File: src/hw/chol_pkg.sv
package chol_pkg;

    // ========================================================================
    // Matrix geometry and fixed-point format
    // ========================================================================

    localparam int N_DIM     = 5;                      // Rows and columns of A
    localparam int N_ELEM    = N_DIM * (N_DIM + 1) / 2; // Lower triangle incl. diagonal
    localparam int FRAC_BITS = 16;                     // Q16.16

    typedef logic signed [31:0] fix_t;    // One matrix element
    typedef logic signed [63:0] prod_t;   // Product or running sum
    typedef logic        [23:0] root_t;   // Raw root before zero extension
    typedef logic [N_ELEM*$bits(fix_t)-1:0] mat_t; // Packed row by row, a11 in the low word
    typedef logic        [2:0]  idx_t;    // Row, column or k index

    // ========================================================================
    // Sequencer states
    // ========================================================================

    typedef enum logic [2:0] {
        S_IDLE,   // No matrix held
        S_LOAD,   // Buffer to working store, credit back
        S_DOT,    // Dot product and subtract
        S_ROOT,   // Diagonal element
        S_DIV,    // Element below the diagonal
        S_DONE    // Result valid
    } seq_state_t;

endpackage

File: src/hw/chol_divider.sv
`timescale 1ns/100ps

module chol_divider #(
    parameter int DIV_ITERS = 48
) (
    input  logic          clk,
    input  logic          rst,
    input  logic          start,
    input  chol_pkg::fix_t dividend,
    input  chol_pkg::fix_t divisor,
    output logic          done,
    output chol_pkg::fix_t quotient
);

    localparam int FW = $bits(chol_pkg::fix_t);
    localparam int NW = FW + chol_pkg::FRAC_BITS; // Dividend magnitude << 16
    localparam int CW = $clog2(DIV_ITERS + 1);

    logic [FW-1:0]  mag;
    logic [NW-1:0]  num;      // Dividend bits shift out, quotient bits shift in
    logic [FW:0]    rem;
    logic [FW:0]    rem_sh;
    logic [FW:0]    diff;
    chol_pkg::fix_t dvs;
    logic           neg;
    logic [CW-1:0]  cnt;      // Steps left, zero when idle

    assign mag    = dividend[FW-1] ? -dividend : dividend;
    assign rem_sh = {rem[FW-1:0], num[NW-1]};
    assign diff   = rem_sh - {1'b0, dvs};   // Bit FW set when the trial goes negative

    always_ff @(posedge clk) begin
        if (rst) begin
            cnt  <= '0;
            done <= 1'b0;
        end else begin
            done <= 1'b0;
            if (start) begin
                cnt <= CW'(DIV_ITERS);
            end else if (cnt != '0) begin
                cnt  <= cnt - CW'(1);
                done <= (cnt == CW'(1));
            end
        end
    end

    always_ff @(posedge clk) begin
        if (start) begin
            num <= {mag, {chol_pkg::FRAC_BITS{1'b0}}};
            rem <= '0;
            dvs <= divisor;
            neg <= dividend[FW-1];
        end else if (cnt != '0) begin
            if (!diff[FW]) begin
                rem <= diff;            // Divisor fits
                num <= {num[NW-2:0], 1'b1};
            end else begin
                rem <= rem_sh;          // Restore
                num <= {num[NW-2:0], 1'b0};
            end
        end
    end

    // Sign applied to the magnitude quotient truncates toward zero
    assign quotient = neg ? -num[FW-1:0] : num[FW-1:0];

    a_divisor_positive: assert property (@(posedge clk) disable iff (rst)
        start |-> divisor > 0);

endmodule

File: config.mk
export PLATFORM = sky130hd
export DESIGN_NAME = chol_divider
export DESIGN_NICKNAME = d
export VERILOG_FILES = /design/src/hw/chol_pkg.sv /design/src/hw/chol_divider.sv
export SDC_FILE = /design/constraint.sdc
export NUM_CORES = 1
export LEC_CHECK = 0
export BUFFER_PORTS_ARGS = -buffer_cell sky130_fd_sc_hd__buf_2
export CAP_MARGIN = 20
export CORE_ASPECT_RATIO = 1.2
export CORE_MARGIN = 2
export CORE_UTILIZATION = 53
export DETAILED_ROUTE_END_ITERATION = 8
export HOLD_SLACK_MARGIN = 0.03
export PLACE_DENSITY = 0.72
export SYNTH_ARGS = -nofsm -noshare
export SYNTH_HDL_FRONTEND = slang
export SYNTH_SLANG_ARGS = --single-unit
File: constraint.sdc
create_clock -name clk -period 7.76 [get_ports clk]
set_input_delay 0.776 -clock clk [delete_from_list [all_inputs] [get_ports clk]]
set_output_delay 0.776 -clock clk [all_outputs]
set_load 0.05 [all_outputs]
[Yosys cells after proc, flatten, opt, wreduce, memory -nomap -nowiden]
Cells that the tools add are included.
Word-level totals
  bits in writable memories: 0
  latch bits: 0
  ROM bits: 0
  input port bits: 67
  memories kept: 0
  register bits: 120
Operators by class
  shift-type cells: 0
  multiplexer cells: 8
  reduce and logical (&&, ||, !) cells: 4
  bitwise gates (word level): 1
  add/sub/neg operators: 4
  magnitude comparators: 0
  multipliers: 0
  div/mod/pow operators: 0
  equality and inequality tests: 1
Operators by type and width (number)
  $mux W32: 3
  $mux W48: 2
  $neg A32 Y32: 2
  $sub A33 B32 Y33: 1
  $mux W6: 2
  $eq A6 B1 Y1 const B: 1
  $reduce_bool A6 Y1: 1
  $sub A6 B1 Y6 const B: 1
  $reduce_or A3 Y1: 1
  $reduce_bool A2 Y1: 1
  $reduce_or A2 Y1: 1
  $mux W1: 1
  $not A1 Y1: 1

[Depth between registers and ports, before layout]
  depth in word-level cells: 4
  depth in mapped cells: 13
  gate-level depth less buffers: 12

[Worst setup path after synthesis]
Ideal clock, no wire load.
  path type: register to output
  from: register num[5]
  to: output quotient[28]
  arrival time: 3.510 ns
  cell stages (with the launch flop): 9
  setup slack: 3.474 ns
  required time: 6.984 ns
  buffers on the path: 0
  cell sequence: dfxtp_1 > or4_4 > or3_1 > or4_4 > or2_1 > or4_1 > or4_4 > o31ai_4 > xnor2_1
On the way
  word-level cells in the longest chain between the ends: 2
RTL lines
  start: declaration: RTL line chol_divider.sv:20  | logic [NW-1:0] num;
  start signal: assignment: RTL line chol_divider.sv:49  | num <= {mag, {chol_pkg::FRAC_BITS{1'b0}}};
  start signal: assignment: RTL line chol_divider.sv:56  | num <= {num[NW-2:0], 1'b1};
  start signal: assignment: RTL line chol_divider.sv:59  | num <= {num[NW-2:0], 1'b0};
  $neg A32 Y32: RTL line chol_divider.sv:65  | assign quotient = neg ? -num[FW-1:0] : num[FW-1:0];
  $mux W32: RTL line chol_divider.sv:65
  end: declaration: RTL line chol_divider.sv:12  | output chol_pkg::fix_t quotient
Every way passes these cells.

[Worst setup path after layout]
  from: register num[5]
  to: output quotient[30]
Same word-level chain as after synthesis.

==> impl_metrics.yaml <==
sta:
  skew_ns: 0.00739
  final_hold_viol_count: 0
  setup_violations: 0
  period_share_pct: 61.4
  maxSlewViolCount: 0
  fin_crit_ns: 4.77
  maxSlewHeadroom_pct: 36.4
  worst_slew_pin_slew_ns: 0.954
  setup_tns_ns: 0
  fmax_ghz: 0.210
  rsz0062_at_grt: "no"
yosys:
  netlist_area_um2: 7790
  synthTopCellsByCount: "nand2_1 (183), xnor2_1 (75), o21ai_0 (71)"
  netlist_instances: 924
  synth_xor_area_share_pct: 9.90
  synthMuxAreaShare_pct: 0.402
  synth.ff_latch_count: 120
  synth_warnings: 0
  yosys.area.top_type: "edfxtp_1"
  async_reset_ff_share_pct: 0
  syn_avg_cell_area_um2: 8.43
  yosys_most_used_dff: "edfxtp_1"
  yosysMostFrequentCell: "nand2_1"
  synth_compound_area_share_pct: 19.5
  synth_area_leaders: "edfxtp_1 (25%), dfxtp_1 (14%), nand2_1 (8.8%)"
  ys_seq_area_share_pct: 39.2
  synth_top_family_by_area: "simple AND/OR/NAND/NOR gates"
  synth-adder-area-share_pct: 6.04
  synthSimpleGateAreaFrac_pct: 20.3
  synth_edf_count: 65
  synthesis.nets: 1028
  synth_top_area_share_pct: 25.1
  ys_types: 57
critical_path:
  rrSetupSlack_ns: 4.16
  cp.required_ns: 6.98
  crit_arrival_ns: 3.99
  criticalPathCategory: "flip-flop to output port"
  regToRegStartpoint: "dvs[27]"
  path_max_fanout: 7
  worstSetupStartpoint: "num[5]"
  crit_end: "quotient[30]"
  start_kind: "flip-flop"
  endpoint_kind: "output port"
  r2r_end: "rem[0]"
  r2r_cells: 12
pwr:
  leakage_nw: 3.71
  clkPwrFrac_pct: 23.2
  p_seq_share_pct: 28.7
  swShare_pct: 43.0
  intPower_mw: 1.86
  power_frac_comb_pct: 48.1
  power_density_nw_per_um2: 364
  vdd_drop_max_mv: 0.181
  switchingPower_mw: 1.40
  total_power_mw: 3.27
status:
  status: "completed"
global_routing:
  gr-total-overflow: 0
  antenna_found_initial: 1
  grt_pass1_wl_mm: 29.0
  grt_max_degree: 95
  grtUsageTotal_pct: 23.0
  grt_pass1_vias: 6193
clock_network:
  post_cts_buffers: 0
  clock-sinks: 120
  htree_num_levels: 4
  path_clk_slew_ns: 0.05
  cts_root_buf: "clkbuf_16"
  clk_path_buf_depth: 2
  ctsResizeCount: 0
  clock_latency_ns: 0.42
  ctsHoldBuffers: 0
  cts_tree: "done"
  cts_made_buffers: 17
routing:
  drt-total-wl_mm: 17.4
  vias: 6826
  drc: 0
  routedWlPerCell_um: 14.7
  vias_per_cell: 5.74
  drt_iter0_markers: 565
  ant_nets: 0
  firstDrtPassIters: 5
min_path:
  hp-class: "flip-flop to flip-flop"
place:
  port_buffers: 99
  post-dp-hpwl_mm: 12.1
  globalplace.congestion: 0.871
floorplan:
  die_area_um2: 15700
  core_um2: 14400
  die_x_um: 115
  initial_core_util_pct: 54.3
  rows: 48
  die_h_um: 137
  io_pins: 100
cells_and_area:
  area_delta_synth_final_pct: 15.2
  fillers: 1265
  nets: 1104
  drive_gt1_share_pct: 14.8
run:
  cap_viol_max_count: 0
## metal layers
layer | track usage (%) | vias to the layer above | share of wire (%)
li1 | - | 3453 | -
met1 | 30.0 | 3179 | 47
met3 | 4.74 | 15 | 4.6
met5 | 0 | - | 0
met2 | 38.0 | 179 | 47
met4 | 7.72 | 0 | 1.3
## how the worst min path moves through the flow
stage                     startpoint       to  cells after the start
after global placement       rem[22]  rem[22]                      2
after detailed placement     rem[22]  rem[22]                      2
after CTS                    rem[21]  rem[21]                      2
after global routing          rem[1]   rem[1]                      2
final                        rem[21]  rem[21]                      2
after floorplan              rem[22]  rem[22]                      2
## worst max-delay path, stage by stage, from the launching register on
cell and delay, ns:
dfxtp_1 0.37, or4_4 0.56, or3_1 0.37, or4_4 0.44, or2_1 0.28, or4_1 0.50, or4_4 0.46, o21ai_1 0.18
xnor2_1 0.14, buf_2 0.28
## cells in the final DEF, fill, tap and decap left out, types with 10 or more instances in the layout
cell and count:
nor3_1 16, o21ai_0 71, nand2b_1 11, buf_2 98, a21oi_1 60, nand3_1 12, xor2_1 12, o31ai_1 16
edfxtp_1 65, nor2_1 57, nand2_1 183, o211ai_1 10, clkbuf_16 20, a311oi_1 22, xnor2_1 74, ha_1 36
inv_1 47, or4_1 11, dfxtp_1 55
## through the flow
step                utilization (%)  setup WS [ns]  area [um^2]  std cells  hold slack [ns]
floorplan                         -           3.47         7790        924            0.449
global placement               58.5           3.47         8390       1156            0.465
detailed placement             58.5           3.42         8390       1156            0.469
CTS                            62.5           2.97         8970       1188            0.479
global route                   62.5           2.84         8970       1189            0.506
finish                         62.5           2.99         8970       1189            0.477
## area by class of cell
class / instances / area (um^2) / share of cell area, %
sequential: 120 / 3050 / 34.0
clock buffer: 25 / 539 / 6.01
timing repair buffer: 105 / 543 / 6.05
clock inverter: 7 / 36.3 / 0.404
tap: 175 / 219 / 2.44
multi-input combinational: 709 / 4400 / 49.1
inverter: 47 / 176 / 1.97
antenna: 1 / 2.50 / 0.0279
## sequential cells by signal (all words and copies together), names as in the netlist
register / flops
neg: 1
rem: 32
done: 1
cnt: 6
dvs: 32
num: 48
## power by group through the flow
stage                     registers (mW)  clock network (mW)  logic [mW]
after floorplan                    0.909                   0        1.25
after global placement             0.943                   0        1.54
after detailed placement           0.946                   0        1.56
after CTS                          0.935               0.770        1.57
after global routing               0.955               0.798        1.75
final                              0.937               0.757        1.57
## kinds of logic after synthesis
family / count (synthesis)
and+or+nand+nor: 345
AOI/OAI and AO/OA: 236
DFF: 120
buffers and inverters: 95
xor gates and xnor gates: 88
adders and majority gates: 37
muxes: 3
No activity file was read; power rests on OpenSTA's default activity.
