===== src/hw/chol_pkg.sv =====
package chol_pkg;

    // ========================================================================
    // Matrix geometry and fixed-point format
    // ========================================================================

    localparam int N_DIM     = 5;                      // Rows and columns of A
    localparam int N_ELEM    = N_DIM * (N_DIM + 1) / 2; // Lower triangle incl. diagonal
    localparam int FRAC_BITS = 16;                     // Q16.16

    typedef logic signed [31:0] fix_t;    // One matrix element
    typedef logic signed [63:0] prod_t;   // Product or running sum
    typedef logic        [23:0] root_t;   // Raw root before zero extension
    typedef logic [N_ELEM*$bits(fix_t)-1:0] mat_t; // Packed row by row, a11 in the low word
    typedef logic        [2:0]  idx_t;    // Row, column or k index

    // ========================================================================
    // Sequencer states
    // ========================================================================

    typedef enum logic [2:0] {
        S_IDLE,   // No matrix held
        S_LOAD,   // Buffer to working store, credit back
        S_DOT,    // Dot product and subtract
        S_ROOT,   // Diagonal element
        S_DIV,    // Element below the diagonal
        S_DONE    // Result valid
    } seq_state_t;

endpackage


===== src/hw/chol_dot_reduce.sv =====
`timescale 1ns/100ps

module chol_dot_reduce (
    input  logic           clk,
    input  logic           rst,
    input  logic           start,
    input  chol_pkg::idx_t col,
    input  chol_pkg::fix_t a_elem,
    input  chol_pkg::fix_t l_row_k,
    input  chol_pkg::fix_t l_col_k,
    output chol_pkg::idx_t k,
    output logic           done,
    output chol_pkg::fix_t resid
);

    chol_pkg::idx_t  k_q;
    logic            busy;
    chol_pkg::prod_t acc;
    chol_pkg::prod_t acc_base;
    chol_pkg::prod_t prod;

    // First product is taken in the start cycle itself
    assign k        = start ? '0 : k_q;
    assign acc_base = start ? '0 : acc;
    assign prod     = chol_pkg::prod_t'(l_row_k) * chol_pkg::prod_t'(l_col_k);

    always_ff @(posedge clk) begin
        if (rst) begin
            busy <= 1'b0;
            k_q  <= '0;
            done <= 1'b0;
        end else begin
            done <= 1'b0;
            if (start || busy) begin
                if (k == col) begin
                    busy <= 1'b0;
                    done <= 1'b1;
                    k_q  <= k;   // Left at col so l_col_k reads the pivot
                end else begin
                    busy <= 1'b1;
                    k_q  <= k + chol_pkg::idx_t'(1);
                end
            end
        end
    end

    always_ff @(posedge clk) begin
        if (start || busy) begin
            if (k == col) begin
                resid <= a_elem - chol_pkg::fix_t'(acc_base[chol_pkg::FRAC_BITS +: 32]);
            end else begin
                acc <= acc_base + prod;
            end
        end
    end

endmodule


===== config.mk =====
export PLATFORM = sky130hd
export DESIGN_NAME = chol_dot_reduce
export DESIGN_NICKNAME = d
export VERILOG_FILES = /design/src/hw/chol_pkg.sv /design/src/hw/chol_dot_reduce.sv
export SDC_FILE = /design/constraint.sdc
export NUM_CORES = 2
export LEC_CHECK = 0
export ABC_AREA = 1
export BUFFER_PORTS_ARGS = -buffer_cell sky130_fd_sc_hd__buf_2
export CELL_PAD_IN_SITES_DETAIL_PLACEMENT = 0
export CELL_PAD_IN_SITES_GLOBAL_PLACEMENT = 1
export CORE_ASPECT_RATIO = 0.7
export CORE_MARGIN = 1
export CORE_UTILIZATION = 40
export CTS_CLUSTER_SIZE = 28
export DETAILED_ROUTE_END_ITERATION = 7
export GPL_ROUTABILITY_DRIVEN = 0
export GPL_TIMING_DRIVEN = 1
export PLACE_DENSITY_LB_ADDON = 0.1
export SLEW_MARGIN = 0
export SYNTH_ARGS = -nofsm -noshare
export SYNTH_HDL_FRONTEND = slang
export SYNTH_SLANG_ARGS = --single-unit

===== constraint.sdc =====
create_clock -name clk -period 16.6 [get_ports clk]
set_input_delay 2.49 -clock clk [delete_from_list [all_inputs] [get_ports clk]]
set_output_delay 2.49 -clock clk [all_outputs]
set_load 0.005 [all_outputs]

# Yosys cells after proc, flatten, opt, wreduce, memory -nomap -nowiden
# Index checks and enable logic that the tools add are counted.
dict set report word_totals {
  latch_bits 0
  memories 0
  rom_bits 0
  input_bits 102
  ff_bits 101
  ram_bits 0
  output_inout_bits 36
}
dict set report op_classes {
  eq_ne 1
  n_shift 0
  mul 1
  bitwise_logic 2
  div 0
  n_addsub 3
  magnitude_cmp 0
  reduce_logical 4
  muxes 5
}
# cell n
set op_table {}
lappend op_table {{64-bit adder} 1}
lappend op_table {{32-bit by 32-bit multiplier with 64-bit output} 1}
lappend op_table {{64-bit two-way mux} 1}
lappend op_table {{32-bit subtractor} 1}
lappend op_table {{3-bit two-way mux} 2}
lappend op_table {{2-bit AND reduction} 2}
lappend op_table {{3-bit by 1-bit adder with 3-bit output (second input constant)} 1}
lappend op_table {{3-bit == test} 1}
lappend op_table {{1-bit two-way mux} 2}
lappend op_table {{1-bit NOT} 2}
lappend op_table {{2-bit OR reduction} 1}
lappend op_table {{1-bit logical OR} 1}

# Longest topological paths before layout
dict set report logic_depth {
  ltp_word 4
  depth_mapped 37
  mapped_depth_nobuf 34
}

# Worst setup path after synthesis
# OpenSTA, ideal clock, no wires.
dict set report synth_timing {
  path_type {input -> register}
  from {input port l_row_k[31]}
  to {register acc[41] (data pin)}
  stages 25
  required_ps 16341
  slack_ps 7438
  t_arrival_ps 8903
  path_buffers 2
  path_cell_list {buf_4 > clkbuf_1 > nand2_1 > inv_1 > fa_1 > fa_1 > fa_1 > inv_1 > fa_1 > inv_1 > fa_1 > fa_1 > fa_1 > inv_1 > fa_1 > inv_1 > ha_1 > nand2_1 > nor2_1 > nand2_1 > nor4_2 > nand3_1 > nand3_2 > a21oi_1 > xnor2_1}
}
dict set report synth_via {
  elab_chain_cells 2
}
# item line_no
set synth_lines {}
lappend synth_lines {{from (decl)} chol_dot_reduce.sv:9} ;# input chol_pkg::fix_t l_row_k,
lappend synth_lines {{32-bit by 32-bit multiplier with 64-bit output} chol_dot_reduce.sv:25} ;# assign prod = chol_pkg::prod_t'(l_row_k) * chol_pkg::prod_t'(l_col_k);
lappend synth_lines {{64-bit adder} chol_dot_reduce.sv:52} ;# acc <= acc_base + prod;
lappend synth_lines {{to (signal assigned)} chol_dot_reduce.sv:52}
lappend synth_lines {{to (decl)} chol_dot_reduce.sv:18} ;# chol_pkg::prod_t acc;
# No other way between the ends.
# A chain may end at the register's enable or synchronous reset.

# Worst setup path in the final report
dict set report layout_timing {
  from {input port l_col_k[4]}
  to {register acc[47] (data pin)}
}
dict set report layout_via {
  elab_chain_cells 2
}
# item line_no
set layout_lines {}
lappend layout_lines {{from (decl)} chol_dot_reduce.sv:10} ;# input chol_pkg::fix_t l_col_k,
lappend layout_lines {{32-bit by 32-bit multiplier with 64-bit output} chol_dot_reduce.sv:25}
lappend layout_lines {{64-bit adder} chol_dot_reduce.sv:52}
# No other way between the ends.

==> key figures <==
Critical path
  – Most frequent CP cell: fa_1
  – Cells on worst reg2reg path: 33
  – Critical path's slowest cell: buf_2
  – Crit-path leading delay family: adder cells
  – Startpoint Class: primary input
  – FF-to-FF setup slack: between 9 and 10 ns
  – CP endpoint kind: register
  – CP Class: primary input to register
  – Buf+Inv Stages, Crit Path: 8
  – Worst path required time: 16.73 ns
  – CP Cell Sequence: buf_2 -> nand2_1 -> inv_1 -> fa_1 -> inv_1 -> fa_1 -> fa_1 -> fa_1 -> inv_1 -> fa_1 -> inv_1 -> fa_1 -> fa_1 -> fa_1 -> inv_1 -> ha_1 -> inv_1 -> o311ai_0 -> nor2_1 -> nand3_1 -> inv_1 -> nand2_1 -> nand2_1
  – FF-to-FF Start: acc[18]
  – Crit Path Max Fanout: 32
  – Worst path max stage delay: ~0.70 ns
  – WP data arrival: 10.11 ns
  – R2R Path End: acc[33]

Clock network
  – CTS root buf: clkbuf_16
  – CTS tree: done
  – H-tree Lvls: 3
  – Clock Path Buffers: 2
  – CTS buffer count: 9
  – Hold-fix buffers, CTS: 0
  – Clk pin slew, worst setup/hold paths: around 0.070 ns
  – Clock Sinks: 85
  – Clk Latency, worst-skew pair: 0.37 ns
  – # Post-CTS Setup Buffers: 0
  – Post-CTS resize count: 0

Finish
  – Ant diodes: 0
  – Register area: 0.002502 mm2
  – Area grow syn2layout: 5.174%
  – Nets: 5802
  – Most common cell after layout, fill and taps aside: inv_1
  – Layout cell share with drive strength beyond 1: 5.476%
  – Most frequent cells in the layout: inv_1 (1510), nand2_1 (1169), fa_1 (905), ha_1 (216), buf_2 (137)
  – Area of the multi-input gates: approximately 0.028 mm2
  – FILL cells: 9481

STA
  – Tcrit/Tclk final: 60.15%
  – Post-layout minimum cycle time: 9.985 ns
  – Pin slew with the least headroom to its limit: between 1 and 1.5 ns
  – Final Setup Violations: 0
  – Fmax: around 100 MHz
  – Worst hold margin: about 0.47 ns
  – Final Hold Viols: 0
  – Slew headroom: 27.83%
  – Final Max Slew Viols: 0
  – Unrepaired setup endpoints after global routing: no
  – Setup TNS Final: 0 ns
  – Worst clock skew: 0.01328 ns

Worst hold path
  – HP Start: k_q[1]
  – Min-Delay Path Class: register to register
  – WHS Endpoint: k_q[1]
  – Worst hold stages: 2

Yosys
  – Synthesis Warnings: 0
  – Largest area contributor in the netlist: fa_1
  – Cells after synthesis: around 4600
  – Post-synthesis cell type count: 55
  – Seq cells post-synth: 85
  – Post-Syn Nets: approximately 5800
  – Synth top area cells: fa_1 (49%), inv_1 (15%), nand2_1 (12%), ha_1 (7.2%), edfxtp_1 (6.4%)
  – Syn Area/Cell: 8.117 um2
  – Sequential fraction of the synthesis area: 6.711%
  – Mapped Area: 0.03729 mm2
  – Synth top area share: 48.58%

Floorplan
  – Die Ht: 257.5 um
  – Core area: between 0.09 and 0.1 mm2
  – I/O pin cnt: 138
  – # rows: between 90 and 100
  – Initial Utilization: 40.46%
  – Die Wd: 366.9 um
  – Die area: 0.09447 mm2

Global routing
  – First-pass GRT wire length: 181.8 mm
  – GR Overflow Total: 0
  – Gr usage total: approximately a quarter
  – Largest net degree at the start of global routing: 51
  – Initial antenna violation count: 3
  – Vias in the first global route: 29312

Drt
  – WL/cell: 19.64 um
  – DRC Markers: 0
  – Vias after detailed routing: 27387
  – DR iter-0 viols: around 1800
  – Pre-Repair DR Iteration Count: 5
  – Vias per Instance: 4.706
  – Post-Route WL: approximately 110 mm
  – Final ANT Viol Nets: 0

Place
  – Port Buffers: about 140
  – Post-DP HPWL: approximately 94 mm

Flow run
  – Max-Cap Viols: 0

Outcome
  – Status: completed
==> final cells by class <==
cell class              instances  share of cell area, %
clock buffers                   9                 0.5742
inverters                    1527                  14.62
flip-flops and latches         85                  6.380
clock inverters                 7                 0.1244
well taps                    1235                  3.940
multi-input cells            2797                  72.19
repair buffers                159                  2.169
==> tightest hold or removal path, delay by kind of cell (launching register included) <==
family	cells	cell delay (ns)
AOI/OAI and AO/OA	1	0.05
DFF	1	0.31
and+or+nand+nor	1	0.06
==> stage by stage <==
stage	worst slack [ns]	cells	instance area, um2	util, %
after CTS	6.716	5819	39220	42.56
after global placement	6.336	5803	38950	42.26
final	6.615	5819	39220	42.56
after detailed placement	6.338	5803	38950	42.26
after global routing	6.398	5819	39220	42.56
after floorplan	7.438	4594	37290	-
==> kinds of logic after synthesis <==
| family | Yosys count | share of synthesized area [%] |
|---|---|---|
| xor gates and xnor gates | 84 | 1.973 |
| buffers and inverters | 1712 | 17.37 |
| adders and majority gates | 1121 | 55.83 |
| AOI/OAI and AO/OA | 201 | 3.298 |
| and+or+nand+nor | 1391 | 14.82 |
| DFF | 85 | 6.711 |
==> registers in the layout (all words and copies together) (netlist names) <==
name,count
acc,48
busy,1
done,1
k_q,3
resid,32
==> routing by layer <==
layer	track usage (%)	share of wire, %
met1	38.86	49
met2	39.83	45
met3	1.780	4.2
met4	4.086	1.5
met5	0	0
==> synthesized netlist by cell type, drive strengths merged <==
library cell	count
inv	1524
nand2	1184
fa	905
ha	216
clkbuf	158
nor2	111
a21oi	88
edfxtp	80
nand3	57
xor2	57
o21ai	56
buf	27
xnor2	27
a21o	13
nor3	13
o21bai	12
a31oi	11
o21a	9
or2	7
nand4	6
dfxtp	5
nand3b	5
nor4	4
a221oi	3
and3	3
clkinv	3
o211ai	3
a21boi	2
a211oi	1
a22oi	1
nor3b	1
o311ai	1
o31ai	1
==> worst max-delay path by stage <==
| stage | cells after the start | start | endpoint |
|---|---|---|---|
| after floorplan | 25 | l_row_k[31] | acc[41] |
| after global placement | 21 | l_col_k[8] | acc[47] |
| after detailed placement | 21 | l_col_k[8] | acc[47] |
| after CTS | 21 | l_col_k[8] | acc[47] |
| after global routing | 27 | l_col_k[4] | acc[47] |
| final | 23 | l_col_k[4] | acc[47] |
Power is left out: the tool's default activity adds up to more than one toggle a clock period on the data nets, which glitch-free logic cannot reach.
