`src/hw/chol_pkg.sv`:
```
package chol_pkg;

    // ========================================================================
    // Matrix geometry and fixed-point format
    // ========================================================================

    localparam int N_DIM     = 5;                      // Rows and columns of A
    localparam int N_ELEM    = N_DIM * (N_DIM + 1) / 2; // Lower triangle incl. diagonal
    localparam int FRAC_BITS = 16;                     // Q16.16

    typedef logic signed [31:0] fix_t;    // One matrix element
    typedef logic signed [63:0] prod_t;   // Product or running sum
    typedef logic        [23:0] root_t;   // Raw root before zero extension
    typedef logic [N_ELEM*$bits(fix_t)-1:0] mat_t; // Packed row by row, a11 in the low word
    typedef logic        [2:0]  idx_t;    // Row, column or k index

    // ========================================================================
    // Sequencer states
    // ========================================================================

    typedef enum logic [2:0] {
        S_IDLE,   // No matrix held
        S_LOAD,   // Buffer to working store, credit back
        S_DOT,    // Dot product and subtract
        S_ROOT,   // Diagonal element
        S_DIV,    // Element below the diagonal
        S_DONE    // Result valid
    } seq_state_t;

endpackage

```
`src/hw/chol_sequencer.sv`:
```
`timescale 1ns/100ps

module chol_sequencer (
    input  logic           clk,
    input  logic           rst,
    input  logic           a_valid,
    input  logic           buf_full,
    input  logic           dot_done,
    input  logic           root_done,
    input  logic           div_done,
    output logic           load,
    output logic           credit,
    output chol_pkg::idx_t row,
    output chol_pkg::idx_t col,
    output logic           dot_start,
    output logic           root_start,
    output logic           div_start,
    output logic           l_we,
    output logic           l_valid
);

    localparam chol_pkg::idx_t LAST = chol_pkg::idx_t'(chol_pkg::N_DIM - 1);

    chol_pkg::seq_state_t state;

    // ========================================================================
    // Element walk: column by column, diagonal first, then the rows below
    // ========================================================================

    always_ff @(posedge clk) begin
        if (rst) begin
            state      <= chol_pkg::S_IDLE;
            row        <= '0;
            col        <= '0;
            dot_start  <= 1'b0;
            root_start <= 1'b0;
            div_start  <= 1'b0;
        end else begin
            dot_start  <= 1'b0;
            root_start <= 1'b0;
            div_start  <= 1'b0;
            case (state)
                chol_pkg::S_IDLE: begin
                    if (buf_full) begin
                        state <= chol_pkg::S_LOAD;
                    end
                end
                chol_pkg::S_LOAD: begin
                    row       <= '0;
                    col       <= '0;
                    dot_start <= 1'b1;
                    state     <= chol_pkg::S_DOT;
                end
                chol_pkg::S_DOT: begin
                    if (dot_done && row == col) begin
                        root_start <= 1'b1;
                        state      <= chol_pkg::S_ROOT;
                    end else if (dot_done) begin
                        div_start <= 1'b1;
                        state     <= chol_pkg::S_DIV;
                    end
                end
                chol_pkg::S_ROOT: begin
                    if (root_done && col == LAST) begin
                        state <= chol_pkg::S_DONE;
                    end else if (root_done) begin
                        row       <= col + chol_pkg::idx_t'(1);  // First row below the pivot
                        dot_start <= 1'b1;
                        state     <= chol_pkg::S_DOT;
                    end
                end
                chol_pkg::S_DIV: begin
                    if (div_done) begin
                        dot_start <= 1'b1;
                        state     <= chol_pkg::S_DOT;
                        if (row == LAST) begin
                            col <= col + chol_pkg::idx_t'(1);  // Next diagonal
                            row <= col + chol_pkg::idx_t'(1);
                        end else begin
                            row <= row + chol_pkg::idx_t'(1);
                        end
                    end
                end
                chol_pkg::S_DONE: begin
                    state <= buf_full ? chol_pkg::S_LOAD : chol_pkg::S_IDLE;
                end
                default: begin
                    state <= chol_pkg::S_IDLE;
                end
            endcase
        end
    end

    assign load    = (state == chol_pkg::S_LOAD);
    assign credit  = (state == chol_pkg::S_LOAD);   // Buffer free again
    assign l_valid = (state == chol_pkg::S_DONE);
    assign l_we    = (state == chol_pkg::S_ROOT && root_done)
                   || (state == chol_pkg::S_DIV && div_done);

    // Source holds no credit while the buffer is full and not draining
    a_credit_held: assert property (@(posedge clk) disable iff (rst)
        (buf_full && !load) |-> !a_valid);

    // Only one shared unit is ever handed work or finishing
    a_units_exclusive: assert property (@(posedge clk) disable iff (rst)
        $onehot0({dot_start, root_start, div_start, dot_done, root_done, div_done}));

endmodule

```
`config.mk`:
```
export PLATFORM = sky130hd
export DESIGN_NAME = chol_sequencer
export DESIGN_NICKNAME = d
export VERILOG_FILES = /design/src/hw/chol_pkg.sv /design/src/hw/chol_sequencer.sv
export SDC_FILE = /design/constraint.sdc
export NUM_CORES = 1
export LEC_CHECK = 0
export BUFFER_PORTS_ARGS = -buffer_cell sky130_fd_sc_hd__clkbuf_2
export CAP_MARGIN = 20
export CORE_AREA = 5 5 53 55
export DETAILED_ROUTE_END_ITERATION = 10
export DIE_AREA = 0 0 58 60
export PLACE_DENSITY = 0.65
export SLEW_MARGIN = 20
export SYNTH_ARGS = -nofsm -noshare
export SYNTH_HDL_FRONTEND = slang
export SYNTH_SLANG_ARGS = --single-unit
```
`constraint.sdc`:
```
create_clock -name clk -period 2.27 [get_ports clk]
set_clock_uncertainty 0.1 [all_clocks]
set_input_delay 0 -clock clk [delete_from_list [all_inputs] [get_ports clk]]
set_output_delay 0 -clock clk [all_outputs]
set_load 0.01 [all_outputs]
```
* Yosys cells after proc, flatten, opt, wreduce, memory -nomap -nowiden
Cells that the tools add are included.
Storage, ports and cells: input bits 7, output and inout bits 13, logic and storage cells 59, flip-flop bits (word level) 12
Cells by class: bitwise logic cells 1, $add $sub $neg 2, multiplexer cells 22, reduce and logical (&&, ||, !) cells 13, equality and inequality tests 15
Operators by type and width (count):
- $mux W3 | 12
- $pmux W3 S6 | 1
- $eq A3 B3 Y1 const B | 4
- $ne A2 B2 Y1 const B | 5
- $pmux W3 S3 | 1
- $reduce_and A4 Y1 | 2
- $add A3 B1 Y3 const B | 2
- $eq A3 B2 Y1 const B | 2
- $mux W1 | 6
- $ne A3 B3 Y1 const B | 2
- $pmux W3 S2 | 1
- $logic_and A1 B1 Y1 | 4
- $eq A3 B1 Y1 const B | 1
- $eq A3 B3 Y1 | 1
- $logic_not A3 Y1 | 1
- $pmux W1 S3 | 1
- $reduce_and A3 Y1 | 1
- $reduce_bool A3 Y1 | 1
- $reduce_or A3 Y1 | 1
- $reduce_bool A2 Y1 | 1
- $reduce_or A2 Y1 | 1
- $logic_or A1 B1 Y1 | 1
- $not A1 Y1 | 1

* Longest topological paths before layout
depth after elaboration 4, depth in mapped cells 6, depth with buffers taken out 6

* Worst setup path after synthesis
No wires, ideal clock.
kind register -> register, from reg col[0], to reg row[2], data required time 2.053 ns, clock period less this slack 1.712 ns, stages on the path, launching flop included 7, library setup time 0.117 ns, buffers on the path 0, path slack 0.558 ns, data arrival time 1.495 ns, cells stage by stage dfxtp_1 > inv_1 > ha_1 > a21boi_0 > a211o_1 > o31ai_1 > a32o_1
On the way: longest elaborated chain between the ends 4, elaborated cells on any way between the ends 10, classes of those cells add/sub (1); eq/ne (2); mux (5); reduce/logical (2)
Ends and longest elaborated chain:
- start, declared | line chol_sequencer.sv:14 | output chol_pkg::idx_t col,
- start signal, assigned | line chol_sequencer.sv:77 | col <= col + chol_pkg::idx_t'(1);
- $add A3 B1 Y3 or $eq A3 B3 Y1 (tied branches) | line chol_sequencer.sv:67, chol_sequencer.sv:78, chol_sequencer.sv:64
- $mux W3, or another cell as far along | line chol_sequencer.sv:76 | if (row == LAST) begin
- $mux W3, or another cell as far along | line chol_sequencer.sv:73 | if (div_done) begin
- $pmux W3 S3 or $reduce_and A4 Y1 (tied branches)
- end signal, assigned | line chol_sequencer.sv:67 | row <= col + chol_pkg::idx_t'(1);
- end signal, assigned | line chol_sequencer.sv:78 | row <= col + chol_pkg::idx_t'(1);
- end signal, assigned | line chol_sequencer.sv:80 | row <= row + chol_pkg::idx_t'(1);
- end, declared | line chol_sequencer.sv:13 | output chol_pkg::idx_t row,
Several ways; a longest one is shown, not always the timed one. The select of a mux whose other input is x is not followed. A chain may end at the register's enable or synchronous reset.

* Worst setup path after layout
from reg state[1], to reg state[0]
On the way: longest elaborated chain between the ends 3, elaborated cells on any way between the ends 12, classes of those cells eq/ne (9); mux (1); reduce/logical (2)
Ends and longest elaborated chain:
- start, declared | line chol_sequencer.sv:24 | chol_pkg::seq_state_t state;
- start signal, assigned | line chol_sequencer.sv:32 | state <= chol_pkg::S_IDLE;
- start signal, assigned | line chol_sequencer.sv:45 | state <= chol_pkg::S_LOAD;
- start signal, assigned | line chol_sequencer.sv:52 | state <= chol_pkg::S_DOT;
- $eq A3 B2 Y1, or another cell as far along | line chol_sequencer.sv:42 | case (state)
- $ne A3 B3 Y1 (no source line) or $ne A2 B2 Y1 (tied branches)
- $reduce_and A4 Y1 (no source line)
Several ways; a longest one is shown, not always the timed one.

==> impl_metrics.csv <==
group,metric,value,unit
run_status,run_status,"finished, final reports clean",
layout,finalCoreUtilization,43.0,%
timing,final-setup-viol-count,0,
clock_tree,clkSinkCount,12,
critical_path,rr_worst_depth,5,
power_and_ir_drop,ir_drop,591,µV
critical_path,ff2ff_setup_slack,0.13,ns
critical_path,crit_fanout,12,
layout,fillers,264,
synthesis,ys_top_cells_by_area,"sky130_fd_sc_hd__dfxtp_1 28%, sky130_fd_sc_hd__ha_1 5.9%, sky130_fd_sc_hd__nand2_1 3.5%, sky130_fd_sc_hd__xnor2_1 3.1%, sky130_fd_sc_hd__nand4_1 2.9%",
global_routing,first_global_vias,780,
die,die_height,60,µm
timing,timing.final.max_slew_violations,0,
clock_tree,clock-root-buffer,"sky130_fd_sc_hd__clkbuf_4",
flow_run,cap_violations,0,
critical_path,timing.rr.start,"state[1]",
die,initial_utilization,36.5,%
routing,via_per_inst,5.30,
placement,routabilityCongestion,0.921,
timing,final.min_clock_period,2.14,ns
synthesis,cell_variety_after_synth,48,
synthesis,post_synth_instance_area,855,µm²
placement,post-dp-hpwl,1600,µm
global_routing,total_congestion_overflow,0,
power_and_ir_drop,power_leakage,0.441,nW
layout,layout.cells.non_filler,148,
synthesis,synthesis.instances,96,
global_routing,initial_antenna_violation_count,0,
synthesis,main_synth_ff_type,"sky130_fd_sc_hd__dfxtp_1",
die,floorplan.rows,18,
worst_hold_path,min-delay-path-class,"primary input to flop",
routing,detail-route-antenna-nets,0,
synthesis,synthArstFlopShare,0,%
timing,worst_slew_margin_rel,70.1,%
layout,layout-drive-gt1-share,25.4,%
critical_path,setup.worst_path.class,"flop to flop",
placement,dp_cells,140,
global_routing,grt_start_max_net_pins,14,
synthesis,syn_nets,107,
synthesis,post_synthesis_average_cell_area,8.90,µm²
timing,hold_viol_final,0,
placement,numPortBuffers,18,
die,die-area,3480,µm²
synthesis,synth-warning-count,0,
layout,multi_input_gate_area_in_the_final_layout,529,µm²
critical_path,worstPathArrival,2.26,ns
clock_tree,max_clock_buf_depth,2,
clock_tree,cts_max_level,1,
global_routing,track_usage,13.4,%
synthesis,synth-seq-area-share,28.1,%
critical_path,worstSetupEndpointType,"flop",
critical_path,worst_setup_path_endpoint,"state[0]",
layout,area_delta_synth_final,17.9,%
layout,finish.net_count,131,
critical_path,worst_ep_required_time,2.39,ns
timing,setup_total_negative_slack,0,ns
global_routing,grt_first_pass_wirelength,3530,µm
clock_tree,cts.reportedPaths.clkPinSlew,0.08,ns
synthesis,yosys_register_bits,12,
timing,fmax,0.467,GHz
routing,drt_pass1_iterations,4,
routing,drc,0,
die,die_width,58,µm
layout,antenna_cells_inserted,0,
routing,wire_per_inst,14.1,µm
routing,drt-total-wl,2090,µm
routing,num_vias,785,
power_and_ir_drop,finalPower,0.000949,W
critical_path,worstReg2RegEnd,"state[0]",
synthesis,synth_edf_count,0,
layout,finish.instance_area,1010,µm²
clock_tree,cts_tree,"built",
timing,fin_crit_sh,94.3,%
placement,placed_cell_area,935,µm²
critical_path,worstSetupStartpoint,"state[1]",
layout,area.sequential,240,µm²
synthesis,synth_area_leader_cell,"sky130_fd_sc_hd__dfxtp_1",
synthesis,netlist.area_leader.share,28.1,%
routing,detail_route.iter0.violations,26,
power_and_ir_drop,powerDensity,942,nW/µm²
die,io-pin-count,20,
critical_path,startpoint_type,"flop",
clock_tree,clock_latency,0.27,ns
clock_tree,numCtsBuffers,3,
timing,rsz0062_at_grt,"no",
timing,worst_slew_pin_slew,0.449,ns
die,placeableCoreArea,2340,µm²
[cell usage after synthesis (2+ instances only)]
| library cell | count |
|---|---|
| sky130_fd_sc_hd__nor2b_1 | 2 |
| sky130_fd_sc_hd__ha_1 | 4 |
| sky130_fd_sc_hd__mux2i_1 | 2 |
| sky130_fd_sc_hd__and3_1 | 2 |
| sky130_fd_sc_hd__buf_6 | 2 |
| sky130_fd_sc_hd__o21ai_1 | 4 |
| sky130_fd_sc_hd__nand2_1 | 8 |
| sky130_fd_sc_hd__o21bai_1 | 2 |
| sky130_fd_sc_hd__buf_4 | 2 |
| sky130_fd_sc_hd__inv_1 | 5 |
| sky130_fd_sc_hd__dfxtp_1 | 12 |
| sky130_fd_sc_hd__nand4_1 | 4 |
| sky130_fd_sc_hd__a21oi_1 | 2 |
| sky130_fd_sc_hd__xnor2_1 | 3 |
| sky130_fd_sc_hd__a31oi_1 | 3 |
| sky130_fd_sc_hd__nand2b_1 | 2 |
| sky130_fd_sc_hd__nand3_1 | 3 |
| sky130_fd_sc_hd__nor2_1 | 4 |
[where the power goes]
part	internal, W	switching, W
registers	0.000258	0.0000879
clock network	0.0000614	0.0000725
logic	0.000223	0.000247
[through the flow]
| stage | setup slack (ns) | hold slack, ns |
|---|---|---|
| global route | 0.0628 | 0.0658 |
| CTS | 0.181 | 0.0209 |
| detailed placement | 0.420 | 0.173 |
| finish | 0.128 | 0.0215 |
| global placement | 0.427 | 0.160 |
| floorplan | 0.558 | -0.0276 |
[state kept, by name, indices dropped and copies added, names as in the netlist]
signal and count:
col 3, div_start 1, dot_start 1, root_start 1
row 3, state 3
[critical path, cell delays in order (launching register included)]
cell                            delay (ns)
sky130_fd_sc_hd__dfxtp_1              0.60
sky130_fd_sc_hd__buf_4                0.22
sky130_fd_sc_hd__and4bb_1             0.19
sky130_fd_sc_hd__nand4_1              0.17
sky130_fd_sc_hd__a31oi_1              0.21
sky130_fd_sc_hd__dlygate4sd3_1        0.58
[kinds of logic (layout without fill, tap and decap cells)]
group           after synthesis  after routing  synth area share [%]
compound gates               23             23                  19.5
xor+xnor                      4              4                  4.10
fa+ha+maj                     4              4                  5.86
buf+inv                      12             34                  9.95
flops                        12             12                  28.1
mux                           3              3                  3.66
simple gates                 38             38                  28.8
[per-layer routing]
metal  share of wire [%]  up-vias  global-route usage (%)  wire length, µm
li1                    -      396                       -                -
met1                  44      360                    15.8              930
met2                  50       25                    24.0             1050
met3                 4.2        4                    3.24               88
met4                 1.0        0                    3.64               21
met5                   0        -                       0                0
[worst min-delay path by stage]
stage               startpoint    endpoint  slack, ns  cells after the start
CTS                  root_done    state[1]       0.02                      4
finish               root_done    state[1]       0.02                      4
global route         root_done    state[1]       0.07                      4
global placement      buf_full    state[0]       0.16                      3
floorplan                  rst  root_start      -0.03                      1
detailed placement    buf_full    state[0]       0.17                      3
[layout by cell type, fill, tap and decap left out, types with 4 or more instances in the layout]
cell type,instances
sky130_fd_sc_hd__clkbuf_2,18
sky130_fd_sc_hd__dfxtp_1,12
sky130_fd_sc_hd__dlygate4sd3_1,5
sky130_fd_sc_hd__ha_1,4
sky130_fd_sc_hd__inv_1,5
sky130_fd_sc_hd__nand2_1,8
sky130_fd_sc_hd__nand4_1,4
sky130_fd_sc_hd__nor2_1,4
sky130_fd_sc_hd__o21ai_1,4
[cell type report]
type	count	share of cell area, %
Tap cell	30	3.73
Timing Repair Buffer	25	15.4
Inverter	6	2.24
Clock buffer	3	2.24
Sequential cell	12	23.9
Multi-Input combinational cell	72	52.5
[what timing repair did]
| action | CTS | global route |
|---|---|---|
| buffers inserted | 0 | 0 |
| hold buffers | 5 | 0 |
| gates resized for setup | 0 | 1 |
| endpoints found under the hold margin | 5 | 0 |
| endpoints found under the setup margin | 0 | 1 |
No activity file was read; power rests on OpenSTA's default activity.
