<file path="src/hw/chol_pkg.sv">
package chol_pkg;

    // ========================================================================
    // Matrix geometry and fixed-point format
    // ========================================================================

    localparam int N_DIM     = 5;                      // Rows and columns of A
    localparam int N_ELEM    = N_DIM * (N_DIM + 1) / 2; // Lower triangle incl. diagonal
    localparam int FRAC_BITS = 16;                     // Q16.16

    typedef logic signed [31:0] fix_t;    // One matrix element
    typedef logic signed [63:0] prod_t;   // Product or running sum
    typedef logic        [23:0] root_t;   // Raw root before zero extension
    typedef logic [N_ELEM*$bits(fix_t)-1:0] mat_t; // Packed row by row, a11 in the low word
    typedef logic        [2:0]  idx_t;    // Row, column or k index

    // ========================================================================
    // Sequencer states
    // ========================================================================

    typedef enum logic [2:0] {
        S_IDLE,   // No matrix held
        S_LOAD,   // Buffer to working store, credit back
        S_DOT,    // Dot product and subtract
        S_ROOT,   // Diagonal element
        S_DIV,    // Element below the diagonal
        S_DONE    // Result valid
    } seq_state_t;

endpackage

</file>
<file path="src/hw/chol_isqrt.sv">
`timescale 1ns/100ps

module chol_isqrt #(
    parameter int ROOT_ITERS = 24
) (
    input  logic          clk,
    input  logic          rst,
    input  logic          start,
    input  chol_pkg::fix_t radicand,
    output logic          done,
    output chol_pkg::fix_t root
);

    localparam int XW = $bits(chol_pkg::fix_t) + chol_pkg::FRAC_BITS; // Radicand << 16
    localparam int RW = $bits(chol_pkg::root_t) + 4;                   // Signed partial remainder
    localparam int CW = $clog2(ROOT_ITERS + 1);

    logic [XW-1:0]        x;       // Radicand bits, two per step from the top
    logic signed [RW-1:0] rem;
    logic signed [RW-1:0] rem_sh;
    logic signed [RW-1:0] rem_nx;
    logic [RW-1:0]        trial;
    chol_pkg::root_t      q;
    logic [CW-1:0]        cnt;     // Steps left, zero when idle

    // Non-restoring step: subtract 4q+1 after a positive remainder,
    // add 4q+3 after a negative one
    assign rem_sh = {rem[RW-3:0], x[XW-1 -: 2]};
    assign trial  = {2'b00, q, rem[RW-1], 1'b1};
    assign rem_nx = rem[RW-1] ? rem_sh + trial : rem_sh - trial;

    always_ff @(posedge clk) begin
        if (rst) begin
            cnt  <= '0;
            done <= 1'b0;
        end else begin
            done <= 1'b0;
            if (start) begin
                cnt <= CW'(ROOT_ITERS);
            end else if (cnt != '0) begin
                cnt  <= cnt - CW'(1);
                done <= (cnt == CW'(1));
            end
        end
    end

    always_ff @(posedge clk) begin
        if (start) begin
            x   <= {radicand, {chol_pkg::FRAC_BITS{1'b0}}};
            rem <= '0;
            q   <= '0;
        end else if (cnt != '0) begin
            x   <= {x[XW-3:0], 2'b00};
            rem <= rem_nx;
            q   <= {q[$bits(chol_pkg::root_t)-2:0], ~rem_nx[RW-1]}; // Root bit from new sign
        end
    end

    assign root = {{($bits(chol_pkg::fix_t) - $bits(chol_pkg::root_t)){1'b0}}, q};

    // A non-positive pivot means A was not positive definite
    a_pivot_positive: assert property (@(posedge clk) disable iff (rst)
        start |-> radicand > 0);

endmodule

</file>
<file path="config.mk">
export PLATFORM = sky130hd
export DESIGN_NAME = chol_isqrt
export DESIGN_NICKNAME = d
export VERILOG_FILES = /design/src/hw/chol_pkg.sv /design/src/hw/chol_isqrt.sv
export SDC_FILE = /design/constraint.sdc
export NUM_CORES = 1
export LEC_CHECK = 0
export ABC_AREA = 1
export BUFFER_PORTS_ARGS = -buffer_cell sky130_fd_sc_hd__buf_2
export CORE_ASPECT_RATIO = 0.5
export CORE_MARGIN = 10
export CORE_UTILIZATION = 53
export DETAILED_ROUTE_END_ITERATION = 16
export GPL_TIMING_DRIVEN = 0
export PLACE_DENSITY = 0.79
export SLEW_MARGIN = 0
export SYNTH_ARGS = -nofsm -noshare
export SYNTH_HDL_FRONTEND = slang
export SYNTH_SLANG_ARGS = --single-unit
</file>
<file path="constraint.sdc">
create_clock -name clk -period 2.4 [get_ports clk]
set_clock_uncertainty 0.15 [all_clocks]
set_input_delay 0.6 -clock clk [delete_from_list [all_inputs] [get_ports clk]]
set_output_delay 0.6 -clock clk [all_outputs]
set_load 0.01 [all_outputs]
</file>
# After elaboration in Yosys (flattened, before gate mapping)

Index checks and enable logic that the tools add are counted.

Register bits: 90
Input port bits: 35
Output and inout port bits: 33
Word-level logic and storage cells: 21

Add/subtract/negate cells: 3
Equal/unequal tests: 1
Muxes and demuxes: 5
Bitwise operators: 2
Reductions and logical operators: 4

Operator list:

| kind                | count |
|---|---|
| $mux 48             | 2 |
| $add 28x26->28      | 1 |
| $mux 28             | 1 |
| $sub 28x26->28      | 1 |
| $mux 5              | 2 |
| $eq 5x1->1 const B  | 1 |
| $reduce_bool 5->1   | 1 |
| $sub 5x1->5 const B | 1 |
| $reduce_or 3->1     | 1 |
| $not 1->1           | 2 |
| $reduce_bool 2->1   | 1 |
| $reduce_or 2->1     | 1 |

# Longest topological paths before layout

Gate-level depths: netlist (run 1).

Word-level depth: 3
Depth in mapped cells: 16
Gate-level depth less buffers: 15

# Least setup slack after synthesis (run 1)

Ideal clock, no wire load.

Path kind: register to register
From: register cnt[0]
To: register x[16], enable pin
Setup time: 389 ps
Arrival: 1757 ps
Data required time: 1861 ps
Path slack: 103 ps
Cell stages (with the launch flop): 7
Buffers on the path: 1
Period minus slack after synthesis: 2297 ps
Path through: dfxtp_1 -> inv_1 -> ha_1 -> nand3_2 -> clkinv_1 -> buf_2 -> nand2_1

Word-level cells in the longest chain between the ends: 2

RTL lines:

| item                        | line             | source |
|---|---|---|
| start: declaration          | chol_isqrt.sv:24 | `logic [CW-1:0] cnt;` |
| start signal: assignment    | chol_isqrt.sv:39 | `cnt <= CW'(ROOT_ITERS);` |
| start signal: assignment    | chol_isqrt.sv:41 | `cnt <= cnt - CW'(1);` |
| $reduce_bool 5->1           | chol_isqrt.sv:52 | `end else if (cnt != '0) begin` |
| $reduce_bool 2->1 (no line) | n/a              |  |
| end signal: assignment      | chol_isqrt.sv:49 | `x <= {radicand, {chol_pkg::FRAC_BITS{1'b0}}};` |
| end signal: assignment      | chol_isqrt.sv:53 | `x <= {x[XW-3:0], 2'b00};` |
| end: declaration            | chol_isqrt.sv:18 | `logic [XW-1:0] x;` |

Every way passes these cells.
A chain may end at the register's enable or synchronous reset.

# Worst setup path in the final report (run 1)

From: register rem[27]
To: register q[0]

Word-level cells in the longest chain between the ends: 3
Elaborated cells between the ends (all ways): 4
Those cells by class: 2 x add/sub; 1 x mux; 1 x bitwise

RTL lines:

| item                                                    | line             | source |
|---|---|---|
| start: declaration                                      | chol_isqrt.sv:19 | `logic signed [RW-1:0] rem;` |
| start signal: assignment                                | chol_isqrt.sv:54 | `rem <= rem_nx;` |
| $sub 28x26->28 / $add 28x26->28 (equally long branches) | chol_isqrt.sv:30 | `assign rem_nx = rem[RW-1] ? rem_sh + trial : rem_sh - trial;` |
| $mux 28 (*)                                             | chol_isqrt.sv:30 |  |
| $not 1->1 (*)                                           | chol_isqrt.sv:55 | `q <= {q[$bits(chol_pkg::root_t)-2:0], ~rem_nx[RW-1]};` |
| end signal: assignment                                  | chol_isqrt.sv:55 |  |
| end: declaration                                        | chol_isqrt.sv:23 | `chol_pkg::root_t q;` |

Mark *: on every way between the ends. The rest lies on a longest branch, timed or not.

==> impl_metrics.tcl, run 1 <==
set metrics [dict create \
    required_ns 2.50 \
    number_of_antenna_violations_at_the_first_check_in_global_routing 0 \
    die_outline_area_mm2 0.0154 \
    hp-class "primary input to flop" \
    post_synth_num_cell_types 34 \
    run_status "finished, violations left" \
    ir_worst_vdd_uv 656 \
    vias 5644 \
    grt_util_all_layers_pct 19.4 \
    drt_pre_antenna_iters 7 \
    most-common-layout-cells "nand2_1, inv_1, buf_2, dfxtp_1, a21oi_1" \
    route.final.wire_length_mm 17.7 \
    grt_remaining_overflow 0 \
    finish.net_count 966 \
    fraction_of_layout_cells_with_a_size_suffix_above_1_pct 26.5 \
    clockRootBuffer "clkbuf_16" \
    path_max_fanout 7 \
    detailedPlace.worstSlack_ns -0.425 \
    finalCoreUtilization_pct 72.2 \
    postPlaceCellArea_mm2 0.00612 \
    syn-mean-instance-area_um2 7.02 \
    numClockSinks 89 \
    cts_inserted_buffers 9 \
    grt_setup_unrepaired "true" \
    post_route_drc_violation_count 0 \
    routedWlPerCell_um 16.9 \
    clk_pin_slew_worst_paths_ns 0.07 \
    antenna-diode-count 0 \
    die_w_um 166 \
    cap_viol_max_count 0 \
    post-route-cell-area_mm2 0.00743 \
    post_cts_hold_buffer_count 0 \
    minimum_clock_period_after_layout_ns 2.44 \
    fin_total_pwr_mw 11.2 \
    fmax_ghz 0.410 \
    post_synthesis_sequential_area_ratio_pct 37.4 \
    initialDrtViolationCount 551 \
    cts_tree "done" \
    first_global_vias 5041 \
    clock_tree_buf_depth 2 \
    slew_viol_final 0 \
    initial_core_util_pct 54.7 \
    timing.final.setup_violations 4 \
    vias_per_cell 5.40 \
    cellPowerDensity_mw_per_mm2 1510 \
    placeableCoreArea_mm2 0.0103 \
    area_growth_synth_to_finish_pct 32.1 \
    timing.setup.tns_ns -0.0798 \
    layout_setup_ws_ns -0.0386 \
    grt_first_pass_wirelength_mm 24.6 \
    crit_type "flop to flop" \
    ant_nets 0 \
    arrival_time_at_the_worst_endpoint_ns 2.54 \
    portion_of_the_clock_cycle_consumed_by_the_worst_path_in_the_final_layout_pct 102 \
    io_pins 68 \
    cts.htree.levels 3 \
    most_frequent_standard_cell_in_the_layout_excluding_fill_and_tap_cells "nand2_1" \
    timing.slew.headroom_pct 54.2 \
    global_placement_routability_congestion 0.963 \
    detailed_place_hpwl_mm 11.6 \
    worst_setup_path_end_kind "flop" \
    leak_nw 3.63 \
    violations "setup timing" \
    grt_max_degree 33 \
    yosysWarningCount 0 \
    crit_path_start_kind "flop" \
    worstMarginPinSlew_ns 0.687 \
    gate_count_after_technology_mapping 801 \
    post_synth_instance_area_mm2 0.00562 \
    clock_latency_ns 0.35 \
    final-hold-violation-count 0 \
    vert_die_dim_um 92.8 \
    numPortBuffers 59 \
    fp-row-count 26 \
    ys_seq_elements 89 \
]
## synth_stat cells (all sizes together)
cell | count | area (um^2)
o21bai | 16 | 128
xnor2 | 26 | 228
nor2 | 43 | 186
clkbuf | 11 | 41.3
a211oi | 1 | 7.51
edfxtp | 32 | 961
dfxtp | 57 | 1140
nand3 | 39 | 215
a21oi | 55 | 283
inv | 106 | 398
nor4 | 1 | 6.26
a31oi | 1 | 6.26
nand4 | 8 | 50.1
o211ai | 2 | 15.0
clkinv | 2 | 7.51
buf | 23 | 135
or3b | 1 | 8.76
conb | 1 | 3.75
nand2 | 291 | 1110
ha | 30 | 375
a21o | 5 | 37.5
or2 | 3 | 18.8
o21ai | 34 | 170
xor2 | 7 | 61.3
nor3 | 6 | 30.0
## logic make-up (layout without fill, tap and decap cells)
kind of cell,Yosys count,after routing,synth area share [%]
other cells,1,8,0.0667
fa+ha+maj,30,30,6.68
simple gates,392,392,28.9
compound gates,114,114,11.5
xor+xnor,33,33,5.14
buf+inv,142,240,10.3
flops,89,89,37.4
## registers in the layout, summed over array words and instances, names as in the netlist
signal  cells
cnt         5
done        1
q          24
rem        27
x          32
## cell type report
| type | instances | area, um^2 |
|---|---|---|
| fill | 775 | 2850 |
| multi-input combinational | 577 | 3710 |
| tap | 140 | 175 |
| buffer | 34 | 216 |
| clock buffer | 10 | 229 |
| clock inverter | 6 | 76.3 |
| timing repair buffer | 82 | 508 |
| sequential | 89 | 2100 |
| inverter | 108 | 405 |
## layer usage
metal  part of all wire, %  global-route usage [%]
met1                    43                    25.4
met2                    45                    30.2
met3                   8.6                    4.81
met4                   3.8                    7.77
met5                     0                       0
## path summary, 6_finish.rpt
| path | slack (ns) | from | to | depth (start not counted) |
|---|---|---|---|---|
| hold / removal | 0.28 | rst | cnt[3] | 2 |
| setup reg to reg | -0.04 | rem[27] | q[0] | 13 |
| setup / recovery | -0.04 | rem[27] | q[0] | 13 |
| hold reg to reg | 0.36 | x[40] | x[42] | 2 |
## stage by stage
step                      instances  hold WS (ns)
after floorplan                 808         0.308
after global placement         1007         0.327
after detailed placement       1007         0.343
after CTS                      1023         0.276
after global routing           1046         0.283
final                          1046         0.279
## timing repair
| action | CTS | global route |
|---|---|---|
| resized for setup | 27 | 125 |
| pin swaps | 2 | 45 |
| endpoints found under the setup margin | 55 | 19 |
| buffers inserted | 0 | 20 |
| hold endpoints to repair | 0 | 0 |
| cloned | 0 | 3 |
## power by group
part / leakage (nW) / internal (mW) / switching (mW)
Combinational: 2.68 / 3.06 / 4.50
Sequential: 0.812 / 1.90 / 0.235
Clock: 0.143 / 0.825 / 0.669
## critical path, cell delays in order (launching register included)
cell       delay [ns]
dfxtp_2          0.34
buf_8            0.15
clkbuf_16        0.17
xnor2_4          0.14
ha_4             0.33
nand2_2          0.09
nor2_1           0.24
nand3_2          0.15
nand3_2          0.14
nand2_1          0.08
nand2_1          0.08
nand2_2          0.06
nand4_1          0.13
nand2_1          0.06
No activity file was read; power rests on OpenSTA's default activity.
==> run 2, diff against run 1 <==
BUFFER_PORTS_ARGS = not set   (was -buffer_cell sky130_fd_sc_hd__buf_2)
CORE_UTILIZATION = 58   (was 53)
DONT_BUFFER_PORTS = 1   (was not set)
PLACE_DENSITY = 0.78   (was 0.79)
==> run 2 against run 1 <==
  * The flow still finishes with violations (setup timing)
  * Total power shrank 6.1%
  * Core utilization grew 1.1 points
  * Cell area shrank 6.7%
  * Fmax shrank 2.9%
  * Worst hold slack lost 0.11 ns
  * Sequential share of layout area grew 2.0 points
  * Worst setup slack lost 0.072 ns
  * Clock-buffer cell count is the same
  * Non-clock buffer count shrank 62
  * Critical path depth grew 2
  * Final cell count shrank 6.4%
  * Clock power is essentially flat
  * Largest cell class unchanged
==> impl_metrics.tcl, run 2 (synthesized netlist as in run 1, its figures left out) <==
set metrics [dict create \
    numClockSinks 89 \
    vias_per_cell 5.45 \
    cap_viol_max_count 0 \
    ant_nets 0 \
    post-route-cell-area_mm2 0.00693 \
    numPortBuffers 0 \
    crit_type "flop to flop" \
    initialDrtViolationCount 466 \
    reg_top3 "x x32, rem x27, q x24" \
    critical_path.n_buffers_inverters 4 \
    antenna-diode-count 0 \
    violations "setup timing" \
    finalCoreUtilization_pct 73.4 \
    number_of_antenna_violations_at_the_first_check_in_global_routing 0 \
    layout_setup_ws_ns -0.111 \
    hp-class "primary input to flop" \
    area_growth_synth_to_finish_pct 23.3 \
    required_ns 2.53 \
    path_max_fanout 7 \
    post_route_drc_violation_count 0 \
    worst_setup_path_end_kind "flop" \
    routedWlPerCell_um 16.5 \
    global_placement_routability_congestion 0.945 \
    grt_max_degree 33 \
    first_global_vias 4745 \
    fin_total_pwr_mw 10.5 \
    slew_viol_final 0 \
    finish.net_count 904 \
    cts_tree "done" \
    worstMarginPinSlew_ns 0.666 \
    dp_cells 943 \
    final-hold-violation-count 0 \
    grt_setup_unrepaired "true" \
    drt_pre_antenna_iters 13 \
    initial_core_util_pct 59.5 \
    cts_inserted_buffers 9 \
    timing.setup.tns_ns -0.175 \
    detailed_place_hpwl_mm 10.9 \
    clockRootBuffer "clkbuf_16" \
    run_status "finished, violations left" \
    critical_path.cell_chain "buf_12 -> clkbuf_16 -> xnor2_1 -> ha_1 -> nand3_1 -> nand2_2 -> nand2_1 -> nand2_2 -> nand2_1 -> nand2_2 -> nand2_1 -> inv_1 -> o21ai_1 -> nand3_1 -> inv_1" \
    critical_path.max_stage_delay_ns 0.37 \
    fmax_ghz 0.398 \
    clk_pin_slew_worst_paths_ns 0.07 \
    clock_latency_ns 0.35 \
    portion_of_the_clock_cycle_consumed_by_the_worst_path_in_the_final_layout_pct 105 \
    largest_register "x" \
    filler_cell_count 735 \
    ir_worst_vdd_uv 577 \
    crit_slowest_cell "ha_1" \
    fp-row-count 25 \
    die_w_um 159 \
    most_frequent_standard_cell_in_the_layout_excluding_fill_and_tap_cells "nand2_1" \
    largest_register_ff_count 32 \
    detailedPlace.worstSlack_ns -0.427 \
    vert_die_dim_um 89.6 \
    arrival_time_at_the_worst_endpoint_ns 2.64 \
    cts.htree.levels 3 \
    crit_path_start_kind "flop" \
    route.final.wire_length_mm 16.1 \
    leak_nw 3.32 \
    hold-worst-slack_ns 0.170 \
    io_pins 68 \
    placeableCoreArea_mm2 0.00945 \
    grt_util_all_layers_pct 20.1 \
    vias 5334 \
    post_layout_nonfiller_instances 979 \
    most-common-layout-cells "nand2_1, inv_1, dfxtp_1, a21oi_1" \
    fraction_of_layout_cells_with_a_size_suffix_above_1_pct 19.3 \
    clock_tree_buf_depth 2 \
    cpLargestDelayFamily "simple AND/OR/NAND/NOR gates" \
    timing.final.setup_violations 4 \
    postPlaceCellArea_mm2 0.00582 \
    grt_remaining_overflow 0 \
    grt_first_pass_wirelength_mm 23.0 \
    cellPowerDensity_mw_per_mm2 1510 \
    reg2reg_slack_ns -0.11 \
    minimum_clock_period_after_layout_ns 2.51 \
    timing.slew.headroom_pct 55.6 \
    die_outline_area_mm2 0.0143 \
]
==> run 2: repair_timing <==
action / 4_1_cts / 5_1_grt
gates resized for setup: 23 / 101
buffers inserted: 1 / 16
setup endpoints to repair: 55 / 19
pin swaps: 2 / 35
gates cloned: 0 / 3
hold buffers: 0 / 0
==> run 2: layer usage <==
metal	GRT usage, %	up-vias	part of all wire, %
met5	0	-	0
met4	6.43	0	3.2
met3	7.92	64	9.6
met2	30.8	228	43
met1	25.8	2443	45
li1	-	2599	-
==> run 2: layout make-up <==
cell class / instances / area, um^2 / share of cell area, %
tap: 135 / 169 / 2.44
clock inverter: 6 / 76.3 / 1.10
buffer: 34 / 221 / 3.20
inverter: 108 / 405 / 5.85
timing repair buffer: 20 / 183 / 2.64
clock buffer: 10 / 229 / 3.30
multi-input combinational: 577 / 3540 / 51.1
sequential: 89 / 2100 / 30.4
==> run 2: path summary, 6_finish.rpt <==
check / startpoint / to / cells past startpoint
setup / recovery: rem[27] / rem[10] / 15
hold / removal: rst / cnt[3] / 1
setup reg to reg: rem[27] / rem[10] / 15
hold reg to reg: cnt[0] / cnt[0] / 2
==> run 2: power by group <==
group	total, mW	internal (mW)	switching, mW
sequential	2.12	1.90	0.225
clock	1.48	0.825	0.654
combinational	6.90	2.76	4.13
==> run 3, diff against run 2 <==
CORE_ASPECT_RATIO = 2   (was 0.5)
CORE_MARGIN = not set   (was 10)
==> run 3 against run 2 <==
  * The run still ends with setup timing left
  * Final cell count decreased by 3.0%
  * Clock-buffer cell count increased by 2
  * Sequential power increased by 3%
  * Critical path type unchanged
  * Largest power group unchanged
  * Highest routed layer unchanged
==> impl_metrics.tcl, run 3 (synthesized netlist as in run 1, its figures left out) <==
set metrics [dict create \
    run_status "finished, violations left" \
    violations "setup timing" \
    minimum_clock_period_after_layout_ns 2.58 \
    ant_nets 0 \
    fraction_of_layout_cells_with_a_size_suffix_above_1_pct 19.7 \
    grt_setup_unrepaired "true" \
    crit_type "flop to flop" \
    post_cts_hold_buffer_count 0 \
    most_frequent_standard_cell_in_the_layout_excluding_fill_and_tap_cells "nand2_1" \
    placeableCoreArea_mm2 0.00938 \
    timing.slew.headroom_pct 60.2 \
    largest_register_ff_count 32 \
    numPortBuffers 0 \
    drt_pre_antenna_iters 7 \
    routedWlPerCell_um 18.1 \
    route.final.wire_length_mm 17.2 \
    worstMarginPinSlew_ns 0.597 \
    timing.setup.tns_ns -0.200 \
    timing.final.setup_violations 2 \
    cts_inserted_buffers 9 \
    fp-row-count 50 \
    final-hold-violation-count 0 \
    numClockSinks 89 \
    worst_setup_path_end_kind "flop" \
    clockRootBuffer "clkbuf_16" \
    cap_viol_max_count 0 \
    antenna-diode-count 0 \
    required_ns 2.49 \
    grt_first_pass_wirelength_mm 24.1 \
    number_of_antenna_violations_at_the_first_check_in_global_routing 0 \
    clock_tree_buf_depth 2 \
    initial_core_util_pct 59.9 \
    die_w_um 71.6 \
    most-common-layout-cells "nand2_1, inv_1, dfxtp_1, a21oi_1" \
    vias 5465 \
    die_outline_area_mm2 0.0101 \
    leak_nw 3.33 \
    clk_pin_slew_worst_paths_ns 0.07 \
    post-route-cell-area_mm2 0.00693 \
    clock_latency_ns 0.34 \
    arrival_time_at_the_worst_endpoint_ns 2.67 \
    cellPowerDensity_mw_per_mm2 1580 \
    post_route_drc_violation_count 0 \
    ir_worst_vdd_uv 1080 \
    first_global_vias 5166 \
    finish.net_count 906 \
    slew_viol_final 0 \
    detailed_place_hpwl_mm 12.0 \
    cts.htree.levels 3 \
    vert_die_dim_um 141 \
    grt_remaining_overflow 0 \
    reg_top3 "x x32, rem x27, q x24" \
    cts_tree "done" \
    io_pins 68 \
    path_max_fanout 8 \
    vias_per_cell 5.75 \
    crit_path_start_kind "flop" \
    grt_util_all_layers_pct 31.6 \
    fmax_ghz 0.388 \
    area_growth_synth_to_finish_pct 23.3 \
    hp-class "primary input to flop" \
    grt_max_degree 33 \
    layout_setup_ws_ns -0.178 \
    postPlaceCellArea_mm2 0.00578 \
    largest_register "x" \
    global_placement_routability_congestion 0.993 \
    initialDrtViolationCount 364 \
    portion_of_the_clock_cycle_consumed_by_the_worst_path_in_the_final_layout_pct 107 \
]
## run 3: changes by cell type in the layout (fill, tap and decap cells not counted), moves of 3 or more
cell / change
xnor2_4: -4
nand2_1: -4
a21oi_2: -3
xnor2_2: +6
nand2_4: +3
nor2_2: -3
ha_1: -5
ha_4: +3
## run 3: layout make-up
type / instances / area [um^2]
multi-input cells: 577 / 3560
clock inverters: 4 / 51.3
plain buffers: 33 / 201
repair buffers: 23 / 215
flip-flops and latches: 89 / 2110
clock buffers: 12 / 258
fillers: 723 / 2450
well taps: 104 / 130
inverters: 108 / 405
## run 3: critical path, cell delays in order (launching register included)
cell and delay, ns:
dfxtp_4 0.48, buf_12 0.18, xnor2_2 0.14, ha_4 0.25
nand2_1 0.09, nand2_1 0.12, a21oi_2 0.26, buf_4 0.16
o21bai_2 0.08, o21bai_1 0.23, nand3_2 0.18, nand3_1 0.11
inv_1 0.04
## run 3: metal layers
metal	GRT usage, %	part of all wire, %
met5	0	0
met4	22.9	7.3
met3	4.50	4.8
met2	61.0	54
met1	28.3	34
## run 3: timing repair
item                                    in CTS  in global routing
pin swaps                                    5                 46
buffers inserted                             7                 14
endpoints found under the setup margin      56                 20
resized for setup                           29                100
cloned                                       0                  2
## run 3: final timing paths
check                from      end  slack [ns]  cells past startpoint
setup / recovery  rem[27]  rem[13]       -0.18                     12
setup reg to reg  rem[27]  rem[13]       -0.18                     12
hold / removal        rst   cnt[3]        0.17                      1
hold reg to reg    cnt[0]   cnt[0]        0.36                      2
## run 3: metrics by stage
| stage | std cells | utilization [%] | total power [mW] | setup slack [ns] | hold WS [ns] |
|---|---|---|---|---|---|
| 6_report | 950 | 73.9 | 10.9 | -0.178 | 0.171 |
| 5_1_grt | 950 | 73.9 | 11.6 | -0.211 | 0.167 |
| 4_1_cts | 935 | 66.8 | 9.17 | -0.0177 | 0.171 |
| 3_5_place_dp | 912 | 61.6 | 7.31 | -0.560 | 0.340 |
| 3_3_place_gp | 912 | 61.6 | 7.20 | -0.523 | 0.326 |
| 2_1_floorplan | 808 | - | 6.06 | 0.103 | 0.308 |
## run 3: report_power, final
| group | switching [mW] | total, mW | internal (mW) |
|---|---|---|---|
| registers | 0.277 | 2.18 | 1.90 |
| logic | 4.34 | 7.27 | 2.92 |
| clock network | 0.625 | 1.50 | 0.875 |
